## config.mk

```make
export PLATFORM = sky130hd
export DESIGN_NAME = opm_top
export DESIGN_NICKNAME = d
export VERILOG_FILES = /design/src/design/opm_reg_pkg.sv /design/src/design/opm_frame_pkg.sv /design/src/design/opm_frame_seq.sv /design/src/design/opm_mmr.sv /design/src/design/opm_timers.sv /design/src/design/opm_tone.sv /design/src/design/opm_top.sv
export SDC_FILE = /design/constraint.sdc
export NUM_CORES = 1
export LEC_CHECK = 0
export BUFFER_PORTS_ARGS = -buffer_cell sky130_fd_sc_hd__buf_2
export CAP_MARGIN = 20
export CELL_PAD_IN_SITES_DETAIL_PLACEMENT = 0
export CELL_PAD_IN_SITES_GLOBAL_PLACEMENT = 1
export CORE_ASPECT_RATIO = 0.5
export CORE_MARGIN = 3
export CORE_UTILIZATION = 35
export DETAILED_ROUTE_END_ITERATION = 10
export MAX_ROUTING_LAYER = met4
export PLACE_DENSITY_LB_ADDON = 0.1
export SYNTH_ARGS = -nofsm -noshare
export SYNTH_HDL_FRONTEND = slang
export SYNTH_SLANG_ARGS = --single-unit
export TNS_END_PERCENT = 50
```

## constraint.sdc

```tcl
create_clock -name zero -period 8.9 [get_ports zero]
set_clock_uncertainty 0.2 [all_clocks]
set_input_delay 1.78 -clock zero [delete_from_list [all_inputs] [get_ports zero]]
set_output_delay 1.78 -clock zero [all_outputs]
set_load 0.05 [all_outputs]
```

## src/design/opm_reg_pkg.sv

```systemverilog
package opm_reg_pkg;

    // register map of the chip bus
    localparam logic [7:0] REG_KEYON      = 8'h08;
    localparam logic [7:0] REG_TA_HI      = 8'h10; // timer A bits 9..2
    localparam logic [7:0] REG_TA_LO      = 8'h11; // timer A bits 1..0
    localparam logic [7:0] REG_TB         = 8'h12;
    localparam logic [7:0] REG_TIMER_CTRL = 8'h14;
    localparam logic [7:0] REG_CT         = 8'h1B; // bit 6 ct1, bit 7 ct2

    // per channel banks, channel in the low three address bits
    localparam logic [7:0] REG_RL_BASE    = 8'h20; // bit 6 left, bit 7 right
    localparam logic [7:0] REG_FHI_BASE   = 8'h28; // increment high byte
    localparam logic [7:0] REG_FLO_BASE   = 8'h30; // increment low byte

    // key-on byte
    typedef struct packed {
        logic       unused;
        logic [3:0] mask;   // any bit set keys the channel on
        logic [2:0] ch;
    } keyon_t;

    // timer control byte
    typedef struct packed {
        logic [1:0] unused;
        logic       clr_b;
        logic       clr_a;
        logic       irq_en_b;
        logic       irq_en_a;
        logic       load_b;
        logic       load_a;
    } timer_ctrl_t;

    // one data byte, read through whichever view the address selects
    typedef union packed {
        keyon_t      keyon;
        timer_ctrl_t tctrl;
    } reg_data_u;

    typedef struct packed {
        logic       busy;
        logic [4:0] zeros;
        logic       flag_b;
        logic       flag_a;
    } status_t;

endpackage

```

## src/design/opm_frame_pkg.sv

```systemverilog
package opm_frame_pkg;

    // cen ticks per sample frame
    localparam int SLOT_COUNT = 32;

    // frames per timer B count
    localparam int TIMER_B_PRESCALE = 16;

    localparam int CH_COUNT = 8;

    typedef logic [2:0] chan_t;

    // signed audio sample at the outputs
    typedef logic signed [15:0] sample_t;

endpackage

```

## src/design/opm_frame_seq.sv

```systemverilog
`timescale 1ns/1ps

module opm_frame_seq
    import opm_frame_pkg::*;
(
    input  logic zero,
    input  logic rst_n,
    input  logic cen,
    output logic frame_start,
    output logic half_start
);

    localparam int SLOT_W = $clog2(SLOT_COUNT);

    logic [SLOT_W-1:0] slot;

    always_ff @(posedge zero) begin
        if (!rst_n) begin
            slot <= '0;
        end else if (cen) begin
            if (slot == SLOT_W'(SLOT_COUNT - 1)) begin
                slot <= '0;
            end else begin
                slot <= slot + 1'b1;
            end
        end
    end

    // strobes last the single cen clock of their slot
    assign frame_start = cen && (slot == '0);
    assign half_start  = cen && (slot == SLOT_W'(SLOT_COUNT / 2));

endmodule

```

## src/design/opm_mmr.sv

```systemverilog
`timescale 1ns/1ps

module opm_mmr
    import opm_reg_pkg::*, opm_frame_pkg::*;
(
    input  logic                zero,
    input  logic                rst_n,
    input  logic                cen,
    input  logic                half_start, // half-frame strobe from the sequencer
    input  logic                write,
    input  logic                a0,
    input  logic [7:0]          din,
    output logic                busy,
    output logic                ct1,
    output logic                ct2,
    output logic [9:0]          value_a,
    output logic [7:0]          value_b,
    output logic                load_a,
    output logic                load_b,
    output logic                irq_en_a,
    output logic                irq_en_b,
    output logic                clr_a,
    output logic                clr_b,
    output logic [CH_COUNT-1:0] key_on,
    output logic [CH_COUNT-1:0] rl_left,
    output logic [CH_COUNT-1:0] rl_right,
    output logic                freq_we,
    output chan_t               freq_ch,
    output logic [15:0]         freq_value
);

    logic [7:0] addr;              // latched register address
    logic [7:0] fhi [CH_COUNT];    // increment high bytes, wait for the low byte
    reg_data_u  data_u;
    logic       data_we;
    chan_t      reg_ch;
    logic       busy_half;         // first half-frame boundary seen

    assign data_u  = din;
    assign data_we = write && a0;
    assign reg_ch  = addr[2:0];

    always_ff @(posedge zero) begin
        if (!rst_n) begin
            addr <= '0;
        end else if (write && !a0) begin
            addr <= din;
        end
    end

    // control state and one-clock strobes
    always_ff @(posedge zero) begin
        if (!rst_n) begin
            ct1      <= 1'b0;
            ct2      <= 1'b0;
            load_a   <= 1'b0;
            load_b   <= 1'b0;
            irq_en_a <= 1'b0;
            irq_en_b <= 1'b0;
            clr_a    <= 1'b0;
            clr_b    <= 1'b0;
            key_on   <= '0;
            freq_we  <= 1'b0;
        end else begin
            clr_a   <= 1'b0;
            clr_b   <= 1'b0;
            freq_we <= 1'b0;
            if (data_we) begin
                case (addr)
                    REG_TIMER_CTRL: begin
                        load_a   <= data_u.tctrl.load_a;
                        load_b   <= data_u.tctrl.load_b;
                        irq_en_a <= data_u.tctrl.irq_en_a;
                        irq_en_b <= data_u.tctrl.irq_en_b;
                        clr_a    <= data_u.tctrl.clr_a;
                        clr_b    <= data_u.tctrl.clr_b;
                    end
                    REG_KEYON: key_on[data_u.keyon.ch] <= |data_u.keyon.mask;
                    REG_CT: begin
                        ct1 <= din[6];
                        ct2 <= din[7];
                    end
                    default: ;
                endcase
                if (addr[7:3] == REG_FLO_BASE[7:3]) freq_we <= 1'b1;
            end
        end
    end

    // register file payload
    always_ff @(posedge zero) begin
        if (data_we) begin
            case (addr)
                REG_TA_HI: value_a[9:2] <= din;
                REG_TA_LO: value_a[1:0] <= din[1:0];
                REG_TB:    value_b      <= din;
                default: ;
            endcase
            if (addr[7:3] == REG_RL_BASE[7:3]) begin
                rl_left[reg_ch]  <= din[6];
                rl_right[reg_ch] <= din[7];
            end
            if (addr[7:3] == REG_FHI_BASE[7:3]) fhi[reg_ch] <= din;
            if (addr[7:3] == REG_FLO_BASE[7:3]) begin
                freq_ch    <= reg_ch;
                freq_value <= {fhi[reg_ch], din}; // low byte commits the increment
            end
        end
    end

    // busy drops at the end of the second half-frame after the last write
    always_ff @(posedge zero) begin
        if (!rst_n) begin
            busy      <= 1'b0;
            busy_half <= 1'b0;
        end else if (data_we) begin
            busy      <= 1'b1;
            busy_half <= 1'b0;
        end else if (busy && cen && half_start) begin
            busy_half <= 1'b1;
            if (busy_half) busy <= 1'b0;
        end
    end

endmodule

```

## src/design/opm_timers.sv

```systemverilog
`timescale 1ns/1ps

module opm_timers
    import opm_frame_pkg::*;
(
    input  logic       zero,
    input  logic       rst_n,
    input  logic       cen,
    input  logic       frame_start,
    input  logic [9:0] value_a,
    input  logic [7:0] value_b,
    input  logic       load_a,
    input  logic       load_b,
    input  logic       irq_en_a,
    input  logic       irq_en_b,
    input  logic       clr_a,
    input  logic       clr_b,
    output logic       flag_a,
    output logic       flag_b,
    output logic       irq_n
);

    localparam int PRE_W = $clog2(TIMER_B_PRESCALE);

    logic [9:0]       cnt_a;
    logic [7:0]       cnt_b;
    logic [PRE_W-1:0] pre_b;     // frame prescaler for timer B
    logic             load_a_q;
    logic             load_b_q;
    logic             tick;

    assign tick = cen && frame_start;

    always_ff @(posedge zero) begin
        if (!rst_n) begin
            cnt_a    <= '0;
            cnt_b    <= '0;
            pre_b    <= '0;
            load_a_q <= 1'b0;
            load_b_q <= 1'b0;
            flag_a   <= 1'b0;
            flag_b   <= 1'b0;
        end else begin
            load_a_q <= load_a;
            load_b_q <= load_b;
            if (clr_a) flag_a <= 1'b0;
            if (clr_b) flag_b <= 1'b0;

            if (load_a && !load_a_q) begin
                cnt_a <= value_a;   // start from the programmed value
            end else if (load_a && tick) begin
                if (&cnt_a) begin
                    cnt_a  <= value_a;
                    flag_a <= 1'b1;
                end else begin
                    cnt_a <= cnt_a + 10'd1;
                end
            end

            if (load_b && !load_b_q) begin
                cnt_b <= value_b;
                pre_b <= '0;
            end else if (load_b && tick) begin
                pre_b <= pre_b + 1'b1;  // wraps at TIMER_B_PRESCALE
                if (pre_b == PRE_W'(TIMER_B_PRESCALE - 1)) begin
                    if (&cnt_b) begin
                        cnt_b  <= value_b;
                        flag_b <= 1'b1;
                    end else begin
                        cnt_b <= cnt_b + 8'd1;
                    end
                end
            end
        end
    end

    assign irq_n = !((flag_a && irq_en_a) || (flag_b && irq_en_b));

endmodule

```

## src/design/opm_tone.sv

```systemverilog
`timescale 1ns/1ps

module opm_tone
    import opm_frame_pkg::*;
#(
    parameter int PHASE_W = 16
) (
    input  logic                zero,
    input  logic                rst_n,
    input  logic                frame_start,
    input  logic [CH_COUNT-1:0] key_on,
    input  logic [CH_COUNT-1:0] rl_left,
    input  logic [CH_COUNT-1:0] rl_right,
    input  logic                freq_we,
    input  chan_t               freq_ch,
    input  logic [15:0]         freq_value,
    output sample_t             left,
    output sample_t             right
);

    logic [15:0]         inc   [CH_COUNT];
    logic [PHASE_W-1:0]  phase [CH_COUNT];
    logic signed [11:0]  saw   [CH_COUNT];
    sample_t             mix_l;
    sample_t             mix_r;

    always_ff @(posedge zero) begin
        if (freq_we) inc[freq_ch] <= freq_value;
    end

    always_ff @(posedge zero) begin
        for (int i = 0; i < CH_COUNT; i++) begin
            if (!rst_n || !key_on[i]) begin
                phase[i] <= '0;             // keyed off channels sit at zero
            end else if (frame_start) begin
                phase[i] <= phase[i] + PHASE_W'(inc[i]);
            end
        end
    end

    // sawtooth from the top phase bits, summed per side
    always_comb begin
        mix_l = '0;
        mix_r = '0;
        for (int i = 0; i < CH_COUNT; i++) begin
            saw[i] = phase[i][PHASE_W-1 -: 12];
            if (key_on[i] && rl_left[i])  mix_l = mix_l + {{4{saw[i][11]}}, saw[i]};
            if (key_on[i] && rl_right[i]) mix_r = mix_r + {{4{saw[i][11]}}, saw[i]};
        end
    end

    // sampled from the phases before this frame's update
    always_ff @(posedge zero) begin
        if (!rst_n) begin
            left  <= '0;
            right <= '0;
        end else if (frame_start) begin
            left  <= mix_l;
            right <= mix_r;
        end
    end

endmodule

```

## src/design/opm_top.sv

```systemverilog
`timescale 1ns/1ps

module opm_top
    import opm_reg_pkg::*, opm_frame_pkg::*;
#(
    parameter int PHASE_W = 16
) (
    input  logic       zero,
    input  logic       rst_n,
    input  logic       cen,
    input  logic       cs_n,
    input  logic       wr_n,
    input  logic       a0,
    input  logic [7:0] din,
    output status_t    dout,
    output logic       ct1,
    output logic       ct2,
    output logic       irq_n,
    output logic       sample,
    output sample_t    left,
    output sample_t    right
);

    logic                write;
    logic                frame_start;
    logic                half_start;
    logic                busy;
    logic [9:0]          value_a;
    logic [7:0]          value_b;
    logic                load_a, load_b;
    logic                irq_en_a, irq_en_b;
    logic                clr_a, clr_b;
    logic                flag_a, flag_b;
    logic [CH_COUNT-1:0] key_on;
    logic [CH_COUNT-1:0] rl_left, rl_right;
    logic                freq_we;
    chan_t               freq_ch;
    logic [15:0]         freq_value;

    assign write  = !cs_n && !wr_n;
    assign sample = frame_start;    // one pulse per output sample

    assign dout = '{busy: busy, zeros: 5'd0, flag_b: flag_b, flag_a: flag_a};

    opm_frame_seq u_frame_seq (
        .zero        (zero),
        .rst_n       (rst_n),
        .cen         (cen),
        .frame_start (frame_start),
        .half_start  (half_start)
    );

    opm_mmr u_mmr (
        .zero       (zero),       .rst_n      (rst_n),      .cen        (cen),
        .half_start (half_start), .write      (write),      .a0         (a0),
        .din        (din),        .busy       (busy),       .ct1        (ct1),
        .ct2        (ct2),        .value_a    (value_a),    .value_b    (value_b),
        .load_a     (load_a),     .load_b     (load_b),     .irq_en_a   (irq_en_a),
        .irq_en_b   (irq_en_b),   .clr_a      (clr_a),      .clr_b      (clr_b),
        .key_on     (key_on),     .rl_left    (rl_left),    .rl_right   (rl_right),
        .freq_we    (freq_we),    .freq_ch    (freq_ch),    .freq_value (freq_value)
    );

    opm_timers u_timers (
        .zero     (zero),     .rst_n    (rst_n),    .cen      (cen),
        .frame_start (frame_start),
        .value_a  (value_a),  .value_b  (value_b),  .load_a   (load_a),
        .load_b   (load_b),   .irq_en_a (irq_en_a), .irq_en_b (irq_en_b),
        .clr_a    (clr_a),    .clr_b    (clr_b),    .flag_a   (flag_a),
        .flag_b   (flag_b),   .irq_n    (irq_n)
    );

    opm_tone #(.PHASE_W(PHASE_W)) u_tone (
        .zero       (zero),       .rst_n      (rst_n),      .frame_start (frame_start),
        .key_on     (key_on),     .rl_left    (rl_left),    .rl_right    (rl_right),
        .freq_we    (freq_we),    .freq_ch    (freq_ch),    .freq_value  (freq_value),
        .left       (left),       .right      (right)
    );

endmodule

```

==> impl_metrics.json, run 1 <==
{
  "drt-total-wl_um": 109000,
  "pre_cts_ws_ps": -1290,
  "rsz0062_at_grt": "true",
  "antenna_found_initial": 13,
  "finalNonFillerCells": 5393,
  "cts_tree": "built",
  "synth_common_cells": "373 x edfxtp_1, 366 x nor2_1, 344 x ha_1",
  "yosysTopAreaCellShare": 0.341,
  "initial_utilization": 0.358,
  "clkTransAtPathRegs_ps": 60,
  "synth_seq_cells": 463,
  "vdd_drop_max_v": 0.000147,
  "slowest_stage": "edfxtp_1",
  "drive_gt1_frac": 0.319,
  "clock_sinks": 463,
  "hold_path_depth": 2,
  "grt_max_degree": 44,
  "power_density_nw_per_um2": 107,
  "final_util": 0.480,
  "numPortBuffers": 52,
  "grt_pass1_wl_um": 161000,
  "avgViaCountPerCell": 5.22,
  "syn_area_um2": 32800,
  "htreeDepth": 2,
  "max_freq_mhz": 106,
  "grt_pass1_vias": 27300,
  "post-route-min-period_ps": 9480,
  "relSlewSlack": 0.251,
  "cts_made_buffers": 48,
  "period_share": 1.06,
  "violations": "setup timing",
  "reg2regPathDepth": 47,
  "coreArea_um2": 91700,
  "finalWorstSetupSlack_ps": -577,
  "hp-start": "u_tone.left[15]",
  "pwr-share-seq": 0.497,
  "crit_top_cell": "ha_4",
  "synth_most_common_cell": "edfxtp_1",
  "intPower_mw": 3.61,
  "finalSetupViolCount": 9,
  "reg2reg_to": "u_tone.right[15]",
  "clk_latency_ps": 650,
  "dp_cells": 5168,
  "synth_largest_area_cell": "edfxtp_1",
  "drc": 0,
  "hold_buffers": 0,
  "areaGrowthSynthToFinish_pct": 34.3,
  "cpPeakStageDelay_ps": 420,
  "drt_pass1_iterations": 5,
  "worstPathMaxFanout": 4,
  "ys_seq_area_frac": 0.396,
  "leakagePower_nw": 18.9,
  "min_to": "u_tone.left[15]",
  "grtUsageTotal": 0.221,
  "num_rows": 78,
  "die-height_um": 223,
  "ys_async_sr_fraction": 0,
  "timing.final.hold_violations": 0,
  "p_sw_frac": 0.232,
  "power.switching_mw": 1.09,
  "fillCellCount": 8651,
  "synth.distinct_cells": 83,
  "synthTopCellsByArea": "edfxtp_1 34%, ha_1 13%, dfxtp_1 5.5%",
  "path_class": "reg -> reg",
  "routedWlPerCell_um": 20.2,
  "arrival_ps": 9800,
  "start_kind": "register",
  "via_count": 28200,
  "cap_violations": 0,
  "power_frac_comb": 0.033,
  "synth_edf_count": 373,
  "drv_slew": 0,
  "io_pins": 58,
  "die_w_um": 439,
  "dpl.hpwl_um": 81200,
  "crit_required_ps": 9220,
  "ys_warn_count": 0,
  "ant_nets": 0,
  "globalRouteOverflowTotal": 0,
  "worst_slew_pin_slew_ps": 1120,
  "worstReg2RegStart": "u_tone.phase[0][5]",
  "gp_congestion": 0.857,
  "hold_path_class": "reg -> reg",
  "ys.flop_type": "edfxtp_1",
  "fin_nets": 4490,
  "cp-end-kind": "register",
  "clock_path_buffers": 3,
  "die_area_um2": 97700,
  "r2r_slack_ps": -580,
  "synth_area_per_cell_um2": 9.62,
  "cts_root_buffer": "clkbuf_16",
  "syn_inst": 3413,
  "clockPowerShare": 0.471,
  "drt_iter0_markers": 1876,
  "outcome": "complete, but fails checks"
}
cell usage in the layout, fill, tap and decap left out, types with 18 or more instances in the layout:
cell type  count
buf_4        677
nand2b_1      49
clkbuf_16     49
nor2_1       341
nor2_2        21
a211oi_1      18
o21ai_2       39
a21oi_2       45
buf_2         53
dfxtp_1       89
edfxtp_1     373
o21ai_0      144
nand3_1       51
nor2b_1       37
o211ai_1      41
fa_1          18
nand2_1      269
o21ai_1       39
mux2_2        30
ha_4          89
and3_1        51
a31oi_1       28
xnor2_1      111
and2_1        25
a21boi_0      24
or3_1         35
a21o_1        67
inv_1        173
ha_1         248
o21a_1        36
a21oi_1      171
nor3_1        86
mux2i_1       40
xor2_1        77
flip-flops by register name (all words and copies together) (netlist names), 3 cells and up:
| signal | cells |
|---|---|
| u_tone.left | 16 |
| u_mmr.freq_value | 16 |
| u_frame_seq.slot | 5 |
| u_tone.right | 16 |
| u_mmr.value_a | 10 |
| u_mmr.fhi | 64 |
| u_timers.cnt_a | 10 |
| u_mmr.rl_right | 8 |
| u_tone.inc | 128 |
| u_mmr.addr | 8 |
| u_mmr.freq_ch | 3 |
| u_mmr.rl_left | 8 |
| u_mmr.value_b | 8 |
| u_timers.cnt_b | 8 |
| u_tone.phase | 128 |
| u_timers.pre_b | 4 |
| u_mmr.key_on | 8 |
how the worst max path moves through the flow:
stage | from | to | slack (ps) | cells after the start
floorplan | u_mmr.rl_left[0] | u_tone.left[15] | -1 | 50
global route | u_mmr.key_on[0] | u_tone.left[15] | -980 | 52
finish | u_tone.phase[0][5] | u_tone.right[15] | -580 | 47
CTS | u_tone.phase[0][5] | u_tone.left[14] | -650 | 54
global placement | u_mmr.rl_right[0] | u_tone.right[15] | -1370 | 50
detailed placement | u_mmr.rl_right[0] | u_tone.right[15] | -1290 | 50
metal layers:
| metal | vias to the layer above | wire [um] | track usage |
|---|---|---|---|
| met4 | 0 | 2320 | 0.0478 |
| met5 | - | 0 | - |
| li1 | 13900 | - | - |
| met2 | 480 | 48500 | 0.342 |
| met3 | 116 | 4850 | 0.0250 |
| met1 | 13700 | 53100 | 0.312 |
power groups by stage:
stage	combinational [mW]	sequential, mW	clock (mW)
after floorplan	0.0623	2.41	0
after global placement	0.152	2.38	0
after detailed placement	0.153	2.38	0
after CTS	0.154	2.34	2.26
after global routing	0.164	2.34	2.35
final	0.154	2.34	2.21
cell families (layout without fill, tap and decap cells):
group	count (synthesis)	count (layout)	share of synthesized area
AOI/OAI and AO/OA	858	858	0.166
xor gates and xnor gates	218	218	0.0590
adders and majority gates	366	366	0.145
buffers and inverters	287	1020	0.0342
DFF	463	463	0.396
muxes	104	104	0.0396
other	1	8	0.000114
and+or+nand+nor	1116	1116	0.160
repair_timing:
action,in CTS,in global routing
pin swaps,68,239
setup buffers,54,79
endpoints found under the setup margin,14,20
gates resized for setup,190,331
area by class of cell:
class | count | area, um^2 | share of cell area
multi-input cells | 2667 | 21600 | 0.490
flip-flops and latches | 463 | 13000 | 0.295
repair buffers | 746 | 5520 | 0.125
well taps | 1240 | 1550 | 0.0352
clock buffers | 57 | 1290 | 0.0292
inverters | 184 | 696 | 0.0158
clock inverters | 33 | 414 | 0.00940
diodes | 3 | 7.51 | 0.000170
stage by stage:
step / setup TNS (ps) / power, mW / cell area, um^2 / hold slack [ps]
finish: -2690 / 4.70 / 44100 / 248
global route: -7340 / 4.85 / 44100 / 267
CTS: -3190 / 4.75 / 41800 / 256
detailed placement: -9130 / 2.54 / 38800 / 241
global placement: -9170 / 2.54 / 38700 / 235
floorplan: -1.01 / 2.48 / 33100 / 206
worst max-delay path: cells and delay by family (launching register included):
family          cells  cell delay (ps)
compound gates     15             2610
fa+ha+maj           7             1790
simple gates        9             1620
xor+xnor            9             1320
mux                 3              890
buf+inv             4              510
flops               1              420
Power figures use the tool's default switching activity.
==> run 2: changes to the inputs <==
--- a/config.mk
+++ b/config.mk
@@ -15,6 +15,7 @@
 export DETAILED_ROUTE_END_ITERATION = 10
 export MAX_ROUTING_LAYER = met4
 export PLACE_DENSITY_LB_ADDON = 0.1
+export RECOVER_POWER = 25
 export SYNTH_ARGS = -nofsm -noshare
 export SYNTH_HDL_FRONTEND = slang
 export SYNTH_SLANG_ARGS = --single-unit
==> run 2 against run 1 <==
Net effect: fmax shrank 0.15%; power is essentially flat; final area is essentially flat; clock-buffer cell count is the same; the run ends with capacitance limit, slew limit, setup timing left; via count grew 0.17%; routed wire length grew 0.18%; final cell count is the same; sequential power is essentially flat; global-route usage is the same; combinational power is essentially flat; sequential cell count is the same.
==> impl_metrics.json, run 2 (same netlist as run 1, synthesis figures left out) <==
{
  "drv_slew": 23,
  "coreArea_um2": 91700,
  "pre_cts_ws_ps": -1290,
  "finalSetupViolCount": 9,
  "avgViaCountPerCell": 5.23,
  "p_total_mw": 4.70,
  "crit_required_ps": 9230,
  "drt-total-wl_um": 109000,
  "use_met2": 0.342,
  "path_class": "reg -> reg",
  "grtUsageMet3": 0.0250,
  "final_util": 0.480,
  "via_count": 28200,
  "num_rows": 78,
  "drt_iter0_markers": 1848,
  "clk_latency_ps": 650,
  "cts_tree": "built",
  "reg2regPathDepth": 47,
  "top_usage_layer": "met2",
  "globalRouteOverflowTotal": 0,
  "rsz0062_at_grt": "true",
  "postLayoutCellArea_um2": 44000,
  "reg2reg_to": "u_tone.right[15]",
  "hold_path_depth": 2,
  "drt_pass1_iterations": 5,
  "finalNonFillerCells": 5393,
  "io_pins": 58,
  "clkTransAtPathRegs_ps": 60,
  "p_sw_frac": 0.232,
  "power_frac_comb": 0.033,
  "intPower_mw": 3.61,
  "r2r_slack_ps": -590,
  "critPathLaunch": "u_tone.phase[0][5]",
  "grt_pass1_vias": 27300,
  "numPortBuffers": 52,
  "cp-end-kind": "register",
  "arrival_ps": 9820,
  "pwr-share-seq": 0.497,
  "grtUsageMet1": 0.312,
  "period_share": 1.07,
  "clock_sinks": 463,
  "hold_path_class": "reg -> reg",
  "worst_hold_slack_ps": 248,
  "cap_violations": 1,
  "cts_root_buffer": "clkbuf_16",
  "worstPathMaxFanout": 4,
  "routedWlPerCell_um": 20.2,
  "max_freq_mhz": 105,
  "gp_congestion": 0.857,
  "dp_cells": 5168,
  "crit_top_cell": "ha_4",
  "die_area_um2": 97700,
  "worst_slew_pin_slew_ps": 1650,
  "hp-start": "u_tone.left[15]",
  "hold_buffers": 0,
  "min_to": "u_tone.left[15]",
  "ant_nets": 0,
  "outcome": "complete, but fails checks",
  "final_cell_mix": "671 x buf_4, 373 x edfxtp_1, 341 x nor2_1",
  "areaGrowthSynthToFinish_pct": 34.2,
  "die_w_um": 439,
  "vdd_drop_max_v": 0.000148,
  "fin_tns_setup_ps": -2740,
  "grt_pass1_wl_um": 161000,
  "finalWorstSetupSlack_ps": -591,
  "top_regs": "u_tone.inc (128), u_tone.phase (128), u_mmr.fhi (64)",
  "leakagePower_nw": 18.8,
  "clock_path_buffers": 3,
  "power_density_nw_per_um2": 107,
  "fin_nets": 4490,
  "cts_made_buffers": 48,
  "violations": "capacitance limit, slew limit, setup timing",
  "timing.final.hold_violations": 0,
  "worstReg2RegStart": "u_tone.phase[0][5]",
  "initial_utilization": 0.358,
  "slowest_stage": "edfxtp_1",
  "dpl.hpwl_um": 81200,
  "cpPeakStageDelay_ps": 420,
  "post-route-min-period_ps": 9490,
  "antenna_found_initial": 13,
  "power.switching_mw": 1.09,
  "start_kind": "register",
  "layout_commonest_cell": "buf_4",
  "die-height_um": 223,
  "relSlewSlack": -0.102,
  "dpl_cell_area_um2": 38800,
  "clockPowerShare": 0.471,
  "drive_gt1_frac": 0.317,
  "drc": 0,
  "htreeDepth": 2,
  "grtUsageTotal": 0.221,
  "grt_max_degree": 44
}
-- run 2: cell count changes in the layout (fill, tap and decap cells not counted) --
cell	previous run	this run
buf_4	677	671
clkbuf_1	5	13
nor3_2	14	13
nor3_1	86	87
buf_2	53	51
-- run 2: worst max path at each step --
stage / end / slack (ps) / cells past startpoint
2_1_floorplan: u_tone.left[15] / -1 / 50
3_3_place_gp: u_tone.right[15] / -1370 / 50
3_5_place_dp: u_tone.right[15] / -1290 / 50
4_1_cts: u_tone.left[14] / -650 / 54
5_1_grt: u_tone.left[15] / -980 / 52
6_report: u_tone.right[15] / -590 / 47
-- run 2: worst max-delay path, delay by kind of cell, from the launching register on --
family	cells	cell delay, ps
compound gates	16	2840
buf+inv	4	520
mux	2	590
simple gates	9	1430
xor+xnor	9	1320
flops	1	420
fa+ha+maj	7	2060
-- run 2: final cells by class --
cell class	count	area (um^2)
fillers	8663	47700
multi-input cells	2667	21600
flip-flops and latches	463	13000
repair buffers	746	5500
well taps	1240	1550
clock buffers	57	1290
inverters	184	696
clock inverters	33	414
diodes	3	7.51
-- run 2: power by group through the flow --
stage          clock network [mW]  logic, mW  registers (mW)
6_report                     2.21      0.154            2.34
2_1_floorplan                   0     0.0623            2.41
3_3_place_gp                    0      0.152            2.38
4_1_cts                      2.26      0.154            2.34
5_1_grt                      2.35      0.164            2.34
3_5_place_dp                    0      0.153            2.38
-- run 2: what timing repair did --
item                                    4_1_cts  5_1_grt
endpoints found under the setup margin       14       20
buffers inserted                             54       79
pin swaps                                    68      239
resized for setup                           190      331
endpoints found under the hold margin         0        0
gates cloned                                  0        0
-- run 2: routing by layer --
| layer | vias up | share of wire |
|---|---|---|
| li1 | 13900 | - |
| met1 | 13700 | 0.48 |
| met2 | 506 | 0.45 |
| met3 | 120 | 0.048 |
| met4 | 0 | 0.022 |
| met5 | - | 0 |
